[config.mk]
export PLATFORM = sky130hd
export DESIGN_NAME = elbeth_id_top
export DESIGN_NICKNAME = d
export VERILOG_FILES = /design/src/verilog/elbeth_isa_pkg.sv /design/src/verilog/elbeth_pipe_pkg.sv /design/src/verilog/elbeth_decoder.sv /design/src/verilog/elbeth_id_stage.sv /design/src/verilog/elbeth_id_top.sv /design/src/verilog/elbeth_imm_gen.sv
export SDC_FILE = /design/constraint.sdc
export NUM_CORES = 1
export LEC_CHECK = 0
export BUFFER_PORTS_ARGS = -buffer_cell sky130_fd_sc_hd__buf_4
export CORE_MARGIN = 3
export CORE_UTILIZATION = 40
export DETAILED_ROUTE_END_ITERATION = 7
export GPL_TIMING_DRIVEN = 0
export SYNTH_ARGS = -nofsm -noshare
export SYNTH_HDL_FRONTEND = slang
export SYNTH_HIERARCHICAL = 1
export SYNTH_SLANG_ARGS = --single-unit
[constraint.sdc]
create_clock -name clk -period 5 [get_ports clk]
set_clock_uncertainty 0.2 [all_clocks]
set_input_delay 1 -clock clk [delete_from_list [all_inputs] [get_ports clk]]
set_output_delay 1 -clock clk [all_outputs]
set_load 0.03 [all_outputs]
[src/verilog/elbeth_isa_pkg.sv]
// rv32i instruction set encodings
// control and exception codes
`default_nettype none

package elbeth_isa_pkg;

	//////////////////////////////////////////////////
	// major opcodes
	//////////////////////////////////////////////////
	typedef enum logic [6:0] {
		OP_TYPE_R  = 7'b0110011,
		OP_TYPE_I  = 7'b0010011,
		OP_LOAD    = 7'b0000011,
		OP_JALR    = 7'b1100111,
		OP_STORE   = 7'b0100011,
		OP_BRANCH  = 7'b1100011,
		OP_LUI     = 7'b0110111,
		OP_AUIPC   = 7'b0010111,
		OP_JAL     = 7'b1101111,
		OP_FENCE   = 7'b0001111,
		OP_SYSTEM  = 7'b1110011,
		OP_MULT    = 7'b0001011 // custom-0 slot
	} opcode_e;

	// system funct3
	localparam logic [2:0] F3_PRIV   = 3'd0;
	localparam logic [2:0] F3_CSRRW  = 3'd1;
	localparam logic [2:0] F3_CSRRS  = 3'd2;
	localparam logic [2:0] F3_CSRRC  = 3'd3;
	localparam logic [2:0] F3_CSRRWI = 3'd5;
	localparam logic [2:0] F3_CSRRSI = 3'd6;
	localparam logic [2:0] F3_CSRRCI = 3'd7;

	// priv funct12
	localparam logic [11:0] FUNCT12_ECALL  = 12'h000;
	localparam logic [11:0] FUNCT12_EBREAK = 12'h001;
	localparam logic [11:0] FUNCT12_ERET   = 12'h100;

	//////////////////////////////////////////////////
	// execute-side command codes
	//////////////////////////////////////////////////
	typedef enum logic [3:0] {
		ALU_ADD  = 4'd0,
		ALU_SLL  = 4'd1,
		ALU_SLT  = 4'd2,
		ALU_SLTU = 4'd3,
		ALU_XOR  = 4'd4,
		ALU_SRL  = 4'd5,
		ALU_OR   = 4'd6,
		ALU_AND  = 4'd7,
		ALU_SUB  = 4'd8,
		ALU_SRA  = 4'd13
	} alu_op_e;

	// nine kinds, so one bit wider than a funct3
	typedef enum logic [3:0] {
		BR_NONE = 4'd0,
		BR_BEQ  = 4'd1,
		BR_BNE  = 4'd2,
		BR_BLT  = 4'd3,
		BR_BGE  = 4'd4,
		BR_BLTU = 4'd5,
		BR_BGEU = 4'd6,
		BR_JAL  = 4'd7,
		BR_JALR = 4'd8
	} br_op_e;

	typedef enum logic [3:0] {
		MEM_NONE              = 4'd0,
		MEM_BYTE              = 4'd1,
		MEM_HALFWORD          = 4'd2,
		MEM_WORD              = 4'd3,
		MEM_BYTE_UNSIGNED     = 4'd4,
		MEM_HALFWORD_UNSIGNED = 4'd5
	} mem_op_e;

	typedef enum logic [2:0] {
		CSR_NONE  = 3'd0,
		CSR_READ  = 3'd1,
		CSR_WRITE = 3'd2,
		CSR_SET   = 3'd3,
		CSR_CLEAR = 3'd4
	} csr_cmd_e;

	// exception causes
	localparam logic [3:0] ECODE_NONE         = 4'd0;
	localparam logic [3:0] ECODE_ILLEGAL_INST = 4'd2;
	localparam logic [3:0] ECODE_ECALL_FROM_U = 4'd8; // + privilege level

endpackage

`default_nettype wire

[src/verilog/elbeth_pipe_pkg.sv]
// decode stage pipeline structures
`default_nettype none

package elbeth_pipe_pkg;

	import elbeth_isa_pkg::*;

	// decoder result
	typedef struct packed {
		logic [4:0]  rd;
		logic [4:0]  rs1;
		logic [4:0]  rs2;
		alu_op_e     alu_op;
		br_op_e      br_op;
		mem_op_e     mem_op;
		logic        is_store;
		logic        uses_imm;  // operand b from imm
		logic        uses_pc;   // operand a from pc
		logic        mult_sel;
		csr_cmd_e    csr_cmd;
		logic [11:0] csr_addr;
		logic        eret;
		logic        except;
		logic [3:0]  except_src;
	} id_ctrl_t;

	// immediate generator result
	typedef struct packed {
		logic [31:0] imm;       // imm, shamt, uimm or link offset
		logic [31:0] br_offset;
	} id_imm_t;

	//////////////////////////////////////////////////
	// decode/execute register
	//////////////////////////////////////////////////
	typedef struct packed {
		logic        valid;
		logic [31:0] pc;
		id_ctrl_t    ctrl;
		id_imm_t     imm;
		logic [31:0] target;    // jalr: offset only, execute adds rs1
	} id_ex_t;

endpackage

`default_nettype wire
[src/verilog/elbeth_decoder.sv]
// instruction decoder
// control fields and exception detection
`timescale 1ns/1ps
`default_nettype none

module elbeth_decoder
	import elbeth_isa_pkg::*, elbeth_pipe_pkg::*;
#(
	parameter bit ENABLE_MULT = 1'b1
) (
	input  wire logic [31:0] inst,
	input  wire logic [1:0]  csr_prv,
	output id_ctrl_t         ctrl
);

	logic [4:0]  rd_fld;
	logic [4:0]  rs1_fld;
	logic [4:0]  rs2_fld;
	logic [2:0]  funct3;
	logic        funct7_b5;
	logic [11:0] funct12;
	logic        rs1_zero;
	logic        illegal;
	logic        ecall;

	assign rd_fld    = inst[11:7];
	assign funct3    = inst[14:12];
	assign rs1_fld   = inst[19:15];
	assign rs2_fld   = inst[24:20];
	assign funct7_b5 = inst[30];
	assign funct12   = inst[31:20];
	assign rs1_zero  = (rs1_fld == 5'd0); // field itself, not the decoded rs1

	// shared alu table, sub only exists in the register form
	function automatic alu_op_e alu_sel(input logic [2:0] f3, input logic alt,
		input logic is_reg);
		case (f3)
			3'd0:    alu_sel = (alt && is_reg) ? ALU_SUB : ALU_ADD;
			3'd1:    alu_sel = ALU_SLL;
			3'd2:    alu_sel = ALU_SLT;
			3'd3:    alu_sel = ALU_SLTU;
			3'd4:    alu_sel = ALU_XOR;
			3'd5:    alu_sel = alt ? ALU_SRA : ALU_SRL;
			3'd6:    alu_sel = ALU_OR;
			default: alu_sel = ALU_AND;
		endcase
	endfunction

	always_comb begin
		// defaults everywhere, no latches
		ctrl            = '0;
		ctrl.alu_op     = ALU_ADD;
		ctrl.br_op      = BR_NONE;
		ctrl.mem_op     = MEM_NONE;
		ctrl.csr_cmd    = CSR_NONE;
		ctrl.except_src = ECODE_NONE;
		illegal         = 1'b0;
		ecall           = 1'b0;

		case (inst[6:0])
			OP_MULT: begin
				if (ENABLE_MULT) begin
					ctrl.rd       = rd_fld;
					ctrl.rs1      = rs1_fld;
					ctrl.rs2      = rs2_fld;
					ctrl.mult_sel = (funct3 != 3'd0);
				end else begin
					illegal = 1'b1;
				end
			end
			OP_TYPE_R: begin
				ctrl.rd     = rd_fld;
				ctrl.rs1    = rs1_fld;
				ctrl.rs2    = rs2_fld;
				ctrl.alu_op = alu_sel(funct3, funct7_b5, 1'b1);
			end
			OP_TYPE_I: begin
				ctrl.rd       = rd_fld;
				ctrl.rs1      = rs1_fld;
				ctrl.uses_imm = 1'b1;
				ctrl.alu_op   = alu_sel(funct3, funct7_b5, 1'b0);
			end
			OP_LOAD: begin
				ctrl.rd       = rd_fld;
				ctrl.rs1      = rs1_fld;
				ctrl.uses_imm = 1'b1;
				case (funct3)
					3'd0:    ctrl.mem_op = MEM_BYTE;
					3'd1:    ctrl.mem_op = MEM_HALFWORD;
					3'd2:    ctrl.mem_op = MEM_WORD;
					3'd4:    ctrl.mem_op = MEM_BYTE_UNSIGNED;
					3'd5:    ctrl.mem_op = MEM_HALFWORD_UNSIGNED;
					default: illegal = 1'b1;
				endcase
			end
			OP_STORE: begin
				ctrl.rs1      = rs1_fld;
				ctrl.rs2      = rs2_fld;
				ctrl.uses_imm = 1'b1;
				ctrl.is_store = 1'b1;
				case (funct3)
					3'd0:    ctrl.mem_op = MEM_BYTE;
					3'd1:    ctrl.mem_op = MEM_HALFWORD;
					3'd2:    ctrl.mem_op = MEM_WORD;
					default: illegal = 1'b1;
				endcase
			end
			OP_BRANCH: begin
				ctrl.rs1 = rs1_fld;
				ctrl.rs2 = rs2_fld;
				case (funct3)
					3'd0:    ctrl.br_op = BR_BEQ;
					3'd1:    ctrl.br_op = BR_BNE;
					3'd4:    ctrl.br_op = BR_BLT;
					3'd5:    ctrl.br_op = BR_BGE;
					3'd6:    ctrl.br_op = BR_BLTU;
					3'd7:    ctrl.br_op = BR_BGEU;
					default: illegal = 1'b1;
				endcase
			end
			OP_JAL, OP_JALR: begin
				// link value is pc + 4
				ctrl.rd       = rd_fld;
				ctrl.uses_pc  = 1'b1;
				ctrl.uses_imm = 1'b1;
				if (inst[6:0] == OP_JALR) begin
					ctrl.rs1   = rs1_fld;
					ctrl.br_op = BR_JALR;
				end else begin
					ctrl.br_op = BR_JAL;
				end
			end
			OP_LUI: begin
				ctrl.rd       = rd_fld;
				ctrl.uses_imm = 1'b1; // rs1 stays x0
			end
			OP_AUIPC: begin
				ctrl.rd       = rd_fld;
				ctrl.uses_pc  = 1'b1;
				ctrl.uses_imm = 1'b1;
			end
			OP_FENCE: ; // no-op here
			OP_SYSTEM: begin
				ctrl.csr_addr = funct12;
				case (funct3)
					F3_PRIV: begin
						if (rs1_zero && rd_fld == 5'd0) begin
							case (funct12)
								FUNCT12_ECALL:  ecall = 1'b1;
								FUNCT12_EBREAK: ; // no debug support
								FUNCT12_ERET: begin
									if (csr_prv == 2'd0)
										illegal = 1'b1;
									else
										ctrl.eret = 1'b1;
								end
								default: illegal = 1'b1;
							endcase
						end else begin
							illegal = 1'b1;
						end
					end
					F3_CSRRW, F3_CSRRS, F3_CSRRC, F3_CSRRWI, F3_CSRRSI, F3_CSRRCI: begin
						ctrl.rd       = rd_fld;
						ctrl.rs1      = funct3[2] ? 5'd0 : rs1_fld; // uimm lives in rs1 field
						ctrl.uses_imm = funct3[2];
						case (funct3[1:0])
							2'd1:    ctrl.csr_cmd = rs1_zero ? CSR_READ : CSR_WRITE;
							2'd2:    ctrl.csr_cmd = rs1_zero ? CSR_READ : CSR_SET;
							default: ctrl.csr_cmd = rs1_zero ? CSR_READ : CSR_CLEAR;
						endcase
					end
					default: illegal = 1'b1;
				endcase
			end
			default: illegal = 1'b1;
		endcase

		ctrl.except = illegal | ecall;
		if (illegal)
			ctrl.except_src = ECODE_ILLEGAL_INST;
		else if (ecall)
			ctrl.except_src = ECODE_ECALL_FROM_U + {2'b00, csr_prv};
	end

endmodule

`default_nettype wire

[src/verilog/elbeth_id_stage.sv]
// decode/execute pipeline register
// target adder and exception masking
`timescale 1ns/1ps
`default_nettype none

module elbeth_id_stage
	import elbeth_isa_pkg::*, elbeth_pipe_pkg::*;
(
	input  wire logic        clk,
	input  wire logic        rst_n,
	input  wire logic        valid,
	input  wire logic [31:0] pc,
	input  id_ctrl_t         ctrl,
	input  id_imm_t          imm,
	input  wire logic        stall,
	input  wire logic        flush,
	output id_ex_t           id_ex
);

	// all NONE codes and ALU_ADD are zero
	localparam id_ex_t ID_EX_BUBBLE = '0;

	id_ex_t      nxt;
	logic [31:0] target;

	//////////////////////////////////////////////////
	// branch / jump target
	//////////////////////////////////////////////////
	always_comb begin
		case (ctrl.br_op)
			BR_BEQ, BR_BNE, BR_BLT, BR_BGE, BR_BLTU, BR_BGEU, BR_JAL:
				target = pc + imm.br_offset;
			BR_JALR:
				target = imm.br_offset; // rs1 added in execute
			default:
				target = 32'd0;
		endcase
	end

	always_comb begin
		nxt             = '0;
		nxt.valid       = valid;
		nxt.pc          = pc;
		nxt.ctrl        = ctrl;
		nxt.ctrl.except = ctrl.except & valid; // bubbles never trap
		nxt.ctrl.eret   = ctrl.eret & valid;
		nxt.imm         = imm;
		nxt.target      = target;
	end

	//////////////////////////////////////////////////
	// stage register
	//////////////////////////////////////////////////
	always_ff @(posedge clk) begin
		if (!rst_n) begin
			id_ex <= ID_EX_BUBBLE;
		end else if (flush) begin
			id_ex <= ID_EX_BUBBLE; // flush beats stall
		end else if (!stall) begin
			id_ex <= nxt;
		end
	end

endmodule

`default_nettype wire

[src/verilog/elbeth_id_top.sv]
// decode stage top level
`timescale 1ns/1ps
`default_nettype none

module elbeth_id_top
	import elbeth_pipe_pkg::*;
#(
	parameter bit ENABLE_MULT = 1'b1
) (
	input  wire logic        clk,
	input  wire logic        rst_n,
	input  wire logic        if_valid,
	input  wire logic [31:0] if_pc,
	input  wire logic [31:0] if_inst,
	input  wire logic [1:0]  csr_prv,
	input  wire logic        stall,
	input  wire logic        flush,
	output id_ex_t           id_ex
);

	id_ctrl_t ctrl;
	id_imm_t  imm;

	// both read the full word in parallel
	elbeth_decoder #(.ENABLE_MULT(ENABLE_MULT)) u_decoder (
		.inst    (if_inst),
		.csr_prv (csr_prv),
		.ctrl    (ctrl)
	);

	elbeth_imm_gen u_imm_gen (
		.inst (if_inst),
		.imm  (imm)
	);

	elbeth_id_stage u_stage (
		.clk   (clk),
		.rst_n (rst_n),
		.valid (if_valid),
		.pc    (if_pc),
		.ctrl  (ctrl),
		.imm   (imm),
		.stall (stall),
		.flush (flush),
		.id_ex (id_ex)
	);

endmodule

`default_nettype wire

[src/verilog/elbeth_imm_gen.sv]
// immediate and branch offset generator
`timescale 1ns/1ps
`default_nettype none

module elbeth_imm_gen
	import elbeth_isa_pkg::*, elbeth_pipe_pkg::*;
(
	input  wire logic [31:0] inst,
	output id_imm_t          imm
);

	logic [31:0] i_imm;
	logic [31:0] s_imm;
	logic [31:0] u_imm;
	logic [31:0] b_off;
	logic [31:0] j_off;
	logic [31:0] shamt;
	logic [31:0] uimm;

	//////////////////////////////////////////////////
	// raw fields, one per format
	//////////////////////////////////////////////////
	assign i_imm = {{20{inst[31]}}, inst[31:20]};
	assign s_imm = {{20{inst[31]}}, inst[31:25], inst[11:7]};
	assign u_imm = {inst[31:12], 12'b0};
	assign b_off = {{20{inst[31]}}, inst[7], inst[30:25], inst[11:8], 1'b0};
	assign j_off = {{12{inst[31]}}, inst[19:12], inst[20], inst[30:21], 1'b0};
	assign shamt = {27'b0, inst[24:20]};
	assign uimm  = {27'b0, inst[19:15]};

	// pick by opcode
	always_comb begin
		imm = '0;
		case (inst[6:0])
			OP_TYPE_I: begin
				if (inst[13:12] == 2'b01) // slli, srli, srai
					imm.imm = shamt;
				else
					imm.imm = i_imm;
			end
			OP_LOAD:            imm.imm = i_imm;
			OP_STORE:           imm.imm = s_imm;
			OP_LUI, OP_AUIPC:   imm.imm = u_imm;
			OP_BRANCH:          imm.br_offset = b_off;
			OP_JAL: begin
				imm.imm       = 32'd4;
				imm.br_offset = j_off;
			end
			OP_JALR: begin
				imm.imm       = 32'd4;
				imm.br_offset = {i_imm[31:1], 1'b0}; // low bit cleared
			end
			OP_SYSTEM: begin
				if (inst[14:12] == F3_CSRRWI || inst[14:12] == F3_CSRRSI ||
					inst[14:12] == F3_CSRRCI)
					imm.imm = uimm;
			end
			default: ; // r, mult, fence: no immediate
		endcase
	end

endmodule

`default_nettype wire

==> flow_summary_export.csv, run 1 <==
group,metric,value,unit
die,die_w,166,um
worst_setup_path,worst_setup_path_start_kind,"input pin",
worst_setup_path,critPathLaunch,"if_inst[2]",
worst_setup_path,slowest_stage,"nor2b_1",
sta,fin_crit_sh,92.4,%
worst_setup_path,end_kind,"flop",
route,drc,0,
synthesis,synth_edf_count,0,
clock_network,cts_tree,"yes",
sta,worst_pin_slew,1.15,ns
route,firstDrtPassIters,7,
die,die-area,0.0274,sq mm
worst_setup_path,worst_path_most_repeated_cell,"buf_4",
sta,max_slew_margin,23.3,%
sta,setup_tns,0,ns
worst_setup_path,path_delay_family,"simple AND/OR/NAND/NOR gates",
worst_setup_path,critical_path_buf_inv_count,3,
clock_network,clkTransAtPathRegs,0.08,ns
worst_setup_path,r2r-start,"u_stage/id_ex[30]",
synthesis,syn_area,0.0102,sq mm
clock_network,cts-root-buf,"clkbuf_16",
sta,finalWorstSetupSlack,0.379,ns
synthesis,synth_top_flop_cell,"dfxtp_1",
sta,setup_viol,0,
run_status,status,"finished clean",
die,pin_count,252,
route,num_vias,9922,
clock_network,numCtsBuffers,17,
global_route,overflow,0,
place,pre_cts_slack,-0.0960,ns
pwr,leakagePower,0.00621,uW
global_route,grt_max_degree,20,
global_route,grt_first_pass_wirelength,57600,um
finish,drive_gt1_share,23.9,%
synthesis,ys_async_sr_fraction,0,%
finish,layout.cells.non_filler,1801,
finish,fillCellCount,2425,
global_route,grt_pass1_vias,9577,
finish,syn2layout_area_growth,28.2,%
clock_network,holdBufCountCts,0,
route,drt_iter0_markers,903,
route,viasPerCell,5.51,
worst_setup_path,path_class,"in -> reg",
synthesis,synthTopCellsByArea,"dfxtp_1 (36%), mux2i_1 (14%), nor2_1 (7.1%), ha_1 (4.3%), o21ai_0 (3.4%)",
finish,reg_top3,"u_stage/id_ex (181)",
worst_setup_path,arrival,4.78,ns
pwr,clkPwrFrac,41.3,%
place,io_buffer_count,250,
pwr,ir_drop,214,uV
sta,fin_crit,4.62,ns
route,wl_per_cell,20.9,um
pwr,switching_share,30.0,%
finish,largest_register,"u_stage/id_ex",
sta,finalHoldViolations,0,
route,wl_met1,17000,um
clock_network,worst_skew_pair.late_latency,0.43,ns
route,wl,37600,um
pwr,power_density,251,mW/mm^2
synthesis,synth_seq_area_share,35.5,%
die,core_area,0.0247,sq mm
synthesis,syn_avg_cell_area,8.54,sq um
sta,grt_setup_unrepaired,"no",
run,max-cap-violations,0,
clock_network,clock_sinks,181,
synthesis,netlist_instances,1194,
clock_network,clock_path_buffers,2,
place,gp_congestion,0.949,
route,met2_length,16700,um
synthesis,ys_types,89,
finish,nets,1571,
worst_setup_path,cp_max_fo,14,
clock_network,cts_max_level,4,
worst_setup_path,path_cells,"buf_4 -> nand4bb_1 -> nor2b_1 -> or2_1 -> and2_2 -> buf_4 -> ha_1 -> clkbuf_1 -> nand4_1 -> nor3_1 -> nand2_1 -> a311oi_1 -> nor2_1 -> xor2_1 -> o22ai_1",
die,rows,57,
route,top_layer,"met4",
sta,max_freq,0.216,GHz
global_route,antenna_found_initial,0,
pwr,p_switching,986,uW
route,wl_met3,2930,um
worst_hold_path,holdCritPathClass,"reg -> reg",
place,hpwlAfterDp,29000,um
route,ant_nets,0,
pwr,comb_power_share,14.1,%
pwr,p_seq_share,44.6,%
pwr,internal_power,2300,uW
die,die_y,166,um
synthesis,yosys_warnings,6,
die,start_util,41.3,%
synthesis,synth.top_cell.area_share,35.5,%
worst_setup_path,worstPathRequired,5.16,ns
worst_hold_path,min-delay-start,"u_stage/id_ex[18]",
finish,insertedDiodeCount,0,
synthesis,synth-seq-cells,181,
synthesis,synth_top_area_cell,"dfxtp_1",
worst_setup_path,slowest_delay,0.46,ns
pwr,power,3290,uW
global_route,track_usage,26.5,%
finish,largest_register_ffs,181,
sta,slew_viol_final,0,
place,dp_cells,1769,
[cell usage after synthesis (10+ instances only)]
cell,number
nor2_1,192
dfxtp_1,181
mux2i_1,146
o21ai_0,70
nand2_1,66
a21oi_1,58
a21o_1,45
clkbuf_1,44
ha_1,35
and2_1,32
inv_1,29
buf_4,19
nor3_1,15
nand2b_1,14
nor2b_1,14
nand3_1,12
xnor2_1,12
nand4_1,11
buf_2,10
[layout make-up]
class	count	area, sq um	share of cell area [%]
buffer	90	475	3.64
clock inverter	15	163	1.24
tap	324	405	3.10
inverter	29	109	0.833
clock buffer	17	425	3.26
sequential	181	3620	27.7
multi-input combinational	895	5990	45.8
timing repair buffer	250	1880	14.4
[stage by stage]
| step | utilization (%) | instance area [sq um] | hold WS (ns) |
|---|---|---|---|
| after floorplan | - | 10200 | 0.365 |
| after global placement | 50.6 | 12500 | 0.241 |
| after detailed placement | 50.6 | 12500 | 0.244 |
| after CTS | 53.0 | 13100 | 0.261 |
| after global routing | 53.0 | 13100 | 0.286 |
| final | 53.0 | 13100 | 0.257 |
[power groups by stage]
stage,combinational [uW],clock (uW),sequential [uW]
5_1_grt,499,1440,1470
3_3_place_gp,455,0,1500
3_5_place_dp,457,0,1500
2_1_floorplan,237,0,1530
6_report,463,1360,1470
4_1_cts,458,1390,1470
[cell usage in the layout (no fill, tap or decap), types with 7 or more instances in the layout]
cell,instances
dfxtp_1,181
and2_1,31
nor3_1,15
clkbuf_16,17
nand2_1,66
nand2b_1,14
o21ai_0,70
clkbuf_1,44
buf_2,10
buf_1,8
inv_1,29
nor2b_1,14
o21a_1,8
a211oi_1,7
a21o_1,45
o211ai_1,7
mux2i_1,146
a21oi_1,58
nor4_1,7
nand3_1,12
nor2_1,192
and3_1,9
nand4_1,11
ha_1,35
buf_4,269
xnor2_1,12
[layer usage]
metal	vias to the layer above	GRT usage, %
met5	-	0
met1	4707	36.4
met2	399	41.5
met3	53	6.20
li1	4763	-
met4	0	8.46
[cells by family (layout without fill, tap and decap cells)]
family / count (synthesis) / count (layout) / share of synthesized area, %
and+or+nand+nor: 412 / 412 / 19.6
AOI/OAI and AO/OA: 279 / 279 / 18.5
DFF: 181 / 181 / 35.5
muxes: 148 / 148 / 14.6
buffers and inverters: 119 / 401 / 5.73
adders and majority gates: 36 / 36 / 4.49
xor gates and xnor gates: 17 / 17 / 1.46
other: 2 / 3 / 0.0737
[path summary, 6_finish.rpt]
| kind | end | slack (ns) | cells past startpoint |
|---|---|---|---|
| setup reg to reg | u_stage/id_ex[30] | 3.51 | 4 |
| hold reg to reg | u_stage/id_ex[18] | 0.26 | 1 |
| setup / recovery | u_stage/id_ex[29] | 0.38 | 15 |
| hold / removal | u_stage/id_ex[18] | 0.26 | 1 |
[repair_timing]
action | 4_1_cts | 5_1_grt
setup buffers | 0 | 0
gates resized for setup | 0 | 1
setup endpoints to repair | 0 | 1
(Power assumes the default switching activity.)
==> run 2: changes to the inputs <==
--- a/config.mk
+++ b/config.mk
@@ -6,10 +6,13 @@
 export NUM_CORES = 1
 export LEC_CHECK = 0
 export BUFFER_PORTS_ARGS = -buffer_cell sky130_fd_sc_hd__buf_4
+export CELL_PAD_IN_SITES_DETAIL_PLACEMENT = 2
+export CELL_PAD_IN_SITES_GLOBAL_PLACEMENT = 2
 export CORE_MARGIN = 3
-export CORE_UTILIZATION = 40
+export CORE_UTILIZATION = 32
 export DETAILED_ROUTE_END_ITERATION = 7
 export GPL_TIMING_DRIVEN = 0
+export PLACE_DENSITY_LB_ADDON = 0.1
 export SYNTH_ARGS = -nofsm -noshare
 export SYNTH_HDL_FRONTEND = slang
 export SYNTH_HIERARCHICAL = 1
==> run 2 against run 1 <==
Largest power group is now clock; fmax shrank 1.5%; final cell count grew 4.2%; utilization shrank 10 points; non-clock buffer count unchanged; die area rose by 24%; largest cell class unchanged; worst hold slack worse by 0.0052 ns.
==> flow_summary_export.csv, run 2 (synthesized netlist as in run 1, its figures left out) <==
group,metric,value,unit
run_status,status,"finished clean",
finish,design_area,0.0132,sq mm
finish,largest_register,"u_stage/id_ex",
worst_setup_path,cp_max_fo,14,
clock_network,cts_max_level,4,
run,max-cap-violations,0,
place,pre_cts_slack,-0.331,ns
worst_hold_path,hold_end,"u_stage/id_ex[24]",
pwr,p_seq_share,42.0,%
pwr,clkPwrFrac,44.2,%
finish,nets,1571,
die,start_util,32.9,%
clock_network,holdBufCountCts,0,
sta,finalHoldViolations,0,
sta,finalWorstSetupSlack,0.309,ns
place,gp_congestion,0.856,
route,wl_met1,20300,um
worst_setup_path,worst_setup_path_start_kind,"input pin",
die,die_w,184,um
global_route,antenna_found_initial,4,
pwr,power_density,264,mW/mm^2
worst_setup_path,end_kind,"flop",
sta,fin_crit_sh,93.8,%
place,io_buffer_count,250,
clock_network,numCtsBuffers,17,
clock_network,cts-root-buf,"clkbuf_16",
worst_hold_path,holdCritPathClass,"reg -> reg",
worst_setup_path,path_class,"in -> reg",
pwr,internal_power,2520,uW
route,wl_met3,2630,um
worst_setup_path,rr_endpoint,"u_stage/id_ex[30]",
route,viasPerCell,5.47,
route,firstDrtPassIters,5,
global_route,grt_first_pass_wirelength,67200,um
route,wl_per_cell,24.1,um
pwr,comb_power_share,13.8,%
worst_hold_path,min-delay-start,"u_stage/id_ex[24]",
route,num_vias,10300,
sta,max_freq,0.213,GHz
route,drt_iter0_markers,634,
pwr,ir_drop,240,uV
clock_network,worst_skew_pair.late_latency,0.45,ns
sta,slew_viol_final,0,
clock_network,clock_path_buffers,2,
finish,final_common_cell,"buf_4",
global_route,grt_max_degree,17,
worst_setup_path,r2r-start,"u_stage/id_ex[30]",
finish,fillCellCount,3479,
pwr,switching_share,27.9,%
route,ant_nets,0,
clock_network,clkTransAtPathRegs,0.07,ns
die,die_y,184,um
finish,syn2layout_area_growth,29.9,%
worst_setup_path,reg2reg_depth,4,
finish,drive_gt1_share,23.9,%
finish,reg_top3,"u_stage/id_ex (181)",
worst_setup_path,arrival,4.86,ns
route,drc,0,
global_route,track_usage,26.1,%
sta,whs,0.252,ns
die,pin_count,252,
place,place_area,0.0126,sq mm
die,rows,64,
clock_network,clock_sinks,181,
finish,largest_register_ffs,181,
route,top_layer,"met4",
worst_hold_path,hold_depth,2,
finish,final_cell_mix,"buf_4 (269), nor2_1 (192), dfxtp_1 (181), mux2i_1 (146), o21ai_0 (70)",
pwr,leakagePower,0.00625,uW
clock_network,cts.repair.resized,0,
die,core_area,0.0310,sq mm
place,hpwlAfterDp,34800,um
clock_network,cts_setup_buffers,0,
clock_network,cts_tree,"yes",
global_route,overflow,0,
sta,worst_pin_slew,1.14,ns
route,wl,45300,um
die,die-area,0.0340,sq mm
sta,setup_viol,0,
pwr,p_switching,972,uW
worst_setup_path,worstPathRequired,5.17,ns
route,met2_length,21200,um
global_route,grt_pass1_vias,10900,
sta,max_slew_margin,23.8,%
sta,fin_crit,4.69,ns
sta,grt_setup_unrepaired,"no",
worst_setup_path,r2r_slack,3.47,ns
## run 2: per-layer routing
layer  track usage, %  vias up
li1                 -     4744
met1             34.4     5142
met2             43.1      319
met3             5.29       60
met4             8.38        0
met5                0        -
## run 2: how the worst max path moves through the flow
| stage | start | to | slack, ns | cells past startpoint |
|---|---|---|---|---|
| floorplan | if_inst[2] | u_stage/id_ex[29] | 0.96 | 14 |
| global placement | if_inst[2] | u_stage/id_ex[29] | -0.28 | 15 |
| detailed placement | if_inst[2] | u_stage/id_ex[29] | -0.33 | 15 |
| CTS | if_inst[2] | u_stage/id_ex[29] | 0.04 | 15 |
| global route | if_inst[2] | u_stage/id_ex[29] | 0.07 | 15 |
| finish | if_inst[4] | u_stage/id_ex[29] | 0.31 | 16 |
## run 2: metrics by stage
step / cells / util [%] / total power [uW] / setup TNS [ns]
final: 1877 / 42.7 / 3490 / 0
after global routing: 1876 / 42.7 / 3620 / 0
after CTS: 1873 / 42.7 / 3520 / 0
after detailed placement: 1841 / 40.6 / 1970 / -0.972
after global placement: 1841 / 40.6 / 1960 / -0.457
after floorplan: 1195 / - / 1770 / 0
## run 2: final cells by class
type | instances | area (sq um) | area share [%]
multi-input cells | 895 | 5990 | 45.3
flip-flops and latches | 181 | 3620 | 27.4
repair buffers | 250 | 1880 | 14.2
well taps | 396 | 495 | 3.74
plain buffers | 90 | 475 | 3.59
clock buffers | 21 | 470 | 3.55
clock inverters | 11 | 188 | 1.42
inverters | 29 | 109 | 0.822
diodes | 4 | 10.0 | 0.0756
## run 2: worst max-delay path, stage by stage
cell and delay [ns]:
buf_4 0.16, and3b_1 0.22, and4_4 0.20, buf_6 0.13, or2_1 0.32, and2_2 0.37
buf_4 0.21, ha_1 0.30, clkbuf_1 0.37, nand4_1 0.26, nor3_1 0.31, nand2_1 0.12
a311oi_1 0.42, nor2_1 0.13, xor2_1 0.17, o22ai_1 0.16
## run 2: power by group through the flow
stage               Clock, uW  Combinational, uW  Sequential, uW
floorplan                   0                237            1530
global placement            0                463            1500
detailed placement          0                474            1500
CTS                      1570                478            1470
global route             1640                515            1470
finish                   1540                480            1470
==> run 3: changes to the inputs <==
==> constraint.sdc (replaced) <==
create_clock -name clk -period 4.5 [get_ports clk]
set_clock_uncertainty 0.2 [all_clocks]
set_input_delay 0.9 -clock clk [delete_from_list [all_inputs] [get_ports clk]]
set_output_delay 0.9 -clock clk [all_outputs]
set_load 0.03 [all_outputs]
==> run 3 against run 2 <==
Die area is the same; combinational power rose by 11%; sequential power is 11% higher; global-route usage unchanged; clock power up 11%; clock-buffer cell count stayed put; critical path depth is 1 lower; largest cell class unchanged.
==> flow_summary_export.csv, run 3 (synthesized netlist as in run 1, its figures left out) <==
group,metric,value,unit
die,die-area,0.0340,sq mm
clock_network,worst_skew_pair.late_latency,0.46,ns
worst_setup_path,worstPathRequired,4.64,ns
place,gp_congestion,0.856,
clock_network,holdBufCountCts,0,
worst_hold_path,min-delay-start,"u_stage/id_ex[24]",
finish,layout.cells.non_filler,1877,
die,pin_count,252,
sta,slew_viol_final,0,
clock_network,clkTransAtPathRegs,0.07,ns
die,core_area,0.0310,sq mm
die,start_util,32.9,%
worst_setup_path,end_kind,"flop",
clock_network,cts-root-buf,"clkbuf_16",
sta,grt_setup_unrepaired,"no",
worst_hold_path,hold_depth,2,
finish,syn2layout_area_growth,30.2,%
worst_setup_path,path_class,"in -> reg",
route,drc,0,
route,wl_per_cell,24.2,um
sta,setup_tns,0,ns
finish,final_common_cell,"buf_4",
worst_setup_path,path_cells,"buf_4 -> and3b_1 -> and4_4 -> buf_6 -> and2_1 -> buf_2 -> a21o_1 -> ha_1 -> a21oi_1 -> o21ai_0 -> a221oi_2 -> nor2_1 -> a211oi_1 -> mux2i_1 -> nor2_1",
place,hpwlAfterDp,34800,um
pwr,power_density,292,mW/mm^2
route,wl,45300,um
worst_setup_path,arrival,4.47,ns
clock_network,clock_path_buffers,2,
clock_network,cts_setup_buffers,0,
finish,multi_input_area,0.00602,sq mm
global_route,overflow,0,
clock_network,clock_sinks,181,
finish,regArea,0.00362,sq mm
route,ant_nets,0,
worst_setup_path,r2r-start,"u_stage/id_ex[30]",
worst_setup_path,cp_max_fo,11,
sta,fin_crit,4.33,ns
global_route,track_usage,26.1,%
route,num_vias,10200,
global_route,grt_pass1_vias,10900,
place,io_buffer_count,250,
worst_setup_path,worst_setup_path_start_kind,"input pin",
clock_network,cts_max_level,4,
sta,whs,0.252,ns
sta,worst_pin_slew,1.13,ns
worst_setup_path,r2r_slack,2.94,ns
worst_hold_path,hold_end,"u_stage/id_ex[24]",
run_status,status,"finished clean",
finish,nets,1571,
worst_setup_path,slowest_delay,0.42,ns
pwr,ir_drop,268,uV
route,firstDrtPassIters,5,
global_route,antenna_found_initial,4,
route,viasPerCell,5.44,
worst_setup_path,rr_endpoint,"u_stage/id_ex[30]",
finish,drive_gt1_share,24.3,%
sta,max_slew_margin,24.7,%
global_route,grt_max_degree,17,
sta,fin_crit_sh,96.2,%
die,die_y,184,um
die,die_w,184,um
global_route,grt_first_pass_wirelength,67200,um
place,dp_cells,1841,
die,rows,64,
worst_setup_path,slowest_stage,"a221oi_2",
worst_hold_path,holdCritPathClass,"reg -> reg",
clock_network,numCtsBuffers,17,
clock_network,cts_tree,"yes",
finish,reg_top3,"u_stage/id_ex (181)",
sta,setup_viol,0,
worst_setup_path,worst_path_most_repeated_cell,"nor2_1",
sta,finalHoldViolations,0,
run,max-cap-violations,0,
finish,largest_register,"u_stage/id_ex",
route,drt_iter0_markers,651,
sta,max_freq,0.231,GHz
pwr,leakagePower,0.00626,uW
finish,final_cell_mix,"buf_4 (269), nor2_1 (192), dfxtp_1 (181), mux2i_1 (146), o21ai_0 (70)",
finish,largest_register_ffs,181,
finish,fillCellCount,3483,
worst_setup_path,reg2reg_depth,4,
==> run 3: per-stage QoR <==
step	area, sq um	setup WS [ns]	utilization, %	power, uW
floorplan	10200	0.561	-	1960
global placement	12600	-0.678	40.6	2180
detailed placement	12600	-0.731	40.6	2190
CTS	13200	0.0555	42.7	3910
global route	13300	0.0316	42.8	4030
finish	13300	0.171	42.8	3880
==> run 3: how the worst max path moves through the flow <==
stage / start / to / slack (ns) / cells past startpoint
global route: if_inst[2] / u_stage/id_ex[24] / 0.03 / 13
CTS: if_inst[2] / u_stage/id_ex[29] / 0.06 / 15
global placement: if_inst[2] / u_stage/id_ex[29] / -0.68 / 15
detailed placement: if_inst[2] / u_stage/id_ex[29] / -0.73 / 15
floorplan: if_inst[2] / u_stage/id_ex[29] / 0.56 / 14
finish: if_inst[4] / u_stage/id_ex[25] / 0.17 / 15
==> run 3: worst max-delay path: cells and delay by family <==
family / cells / cell delay, ns
compound gates: 5 / 1.78
simple gates: 5 / 0.75
buf+inv: 3 / 0.47
fa+ha+maj: 1 / 0.31
mux: 1 / 0.24
==> run 3: cell type report <==
| type | instances | area share, % |
|---|---|---|
| antenna | 4 | 0.0754 |
| buffer | 90 | 3.60 |
| clock buffer | 21 | 3.55 |
| clock inverter | 11 | 1.41 |
| inverter | 29 | 0.820 |
| multi-input combinational | 895 | 45.4 |
| sequential | 181 | 27.3 |
| tap | 396 | 3.73 |
| timing repair buffer | 250 | 14.1 |
==> run 3: metal layers <==
layer | routed length, um | track usage, %
met5 | 0 | 0
met1 | 20500 | 34.4
met4 | 1140 | 8.38
met3 | 2450 | 5.29
met2 | 21200 | 43.1
==> run 3: repair_timing <==
action | in CTS | in global routing
resized for setup | 2 | 10
endpoints found under the setup margin | 6 | 13
pin swaps | 0 | 0
==> run 3: power by group <==
| group | leakage [uW] | internal [uW] | switching (uW) |
|---|---|---|---|
| sequential | 0.00146 | 1620 | 10.9 |
| clock | 0.000318 | 988 | 724 |
| combinational | 0.00448 | 191 | 345 |
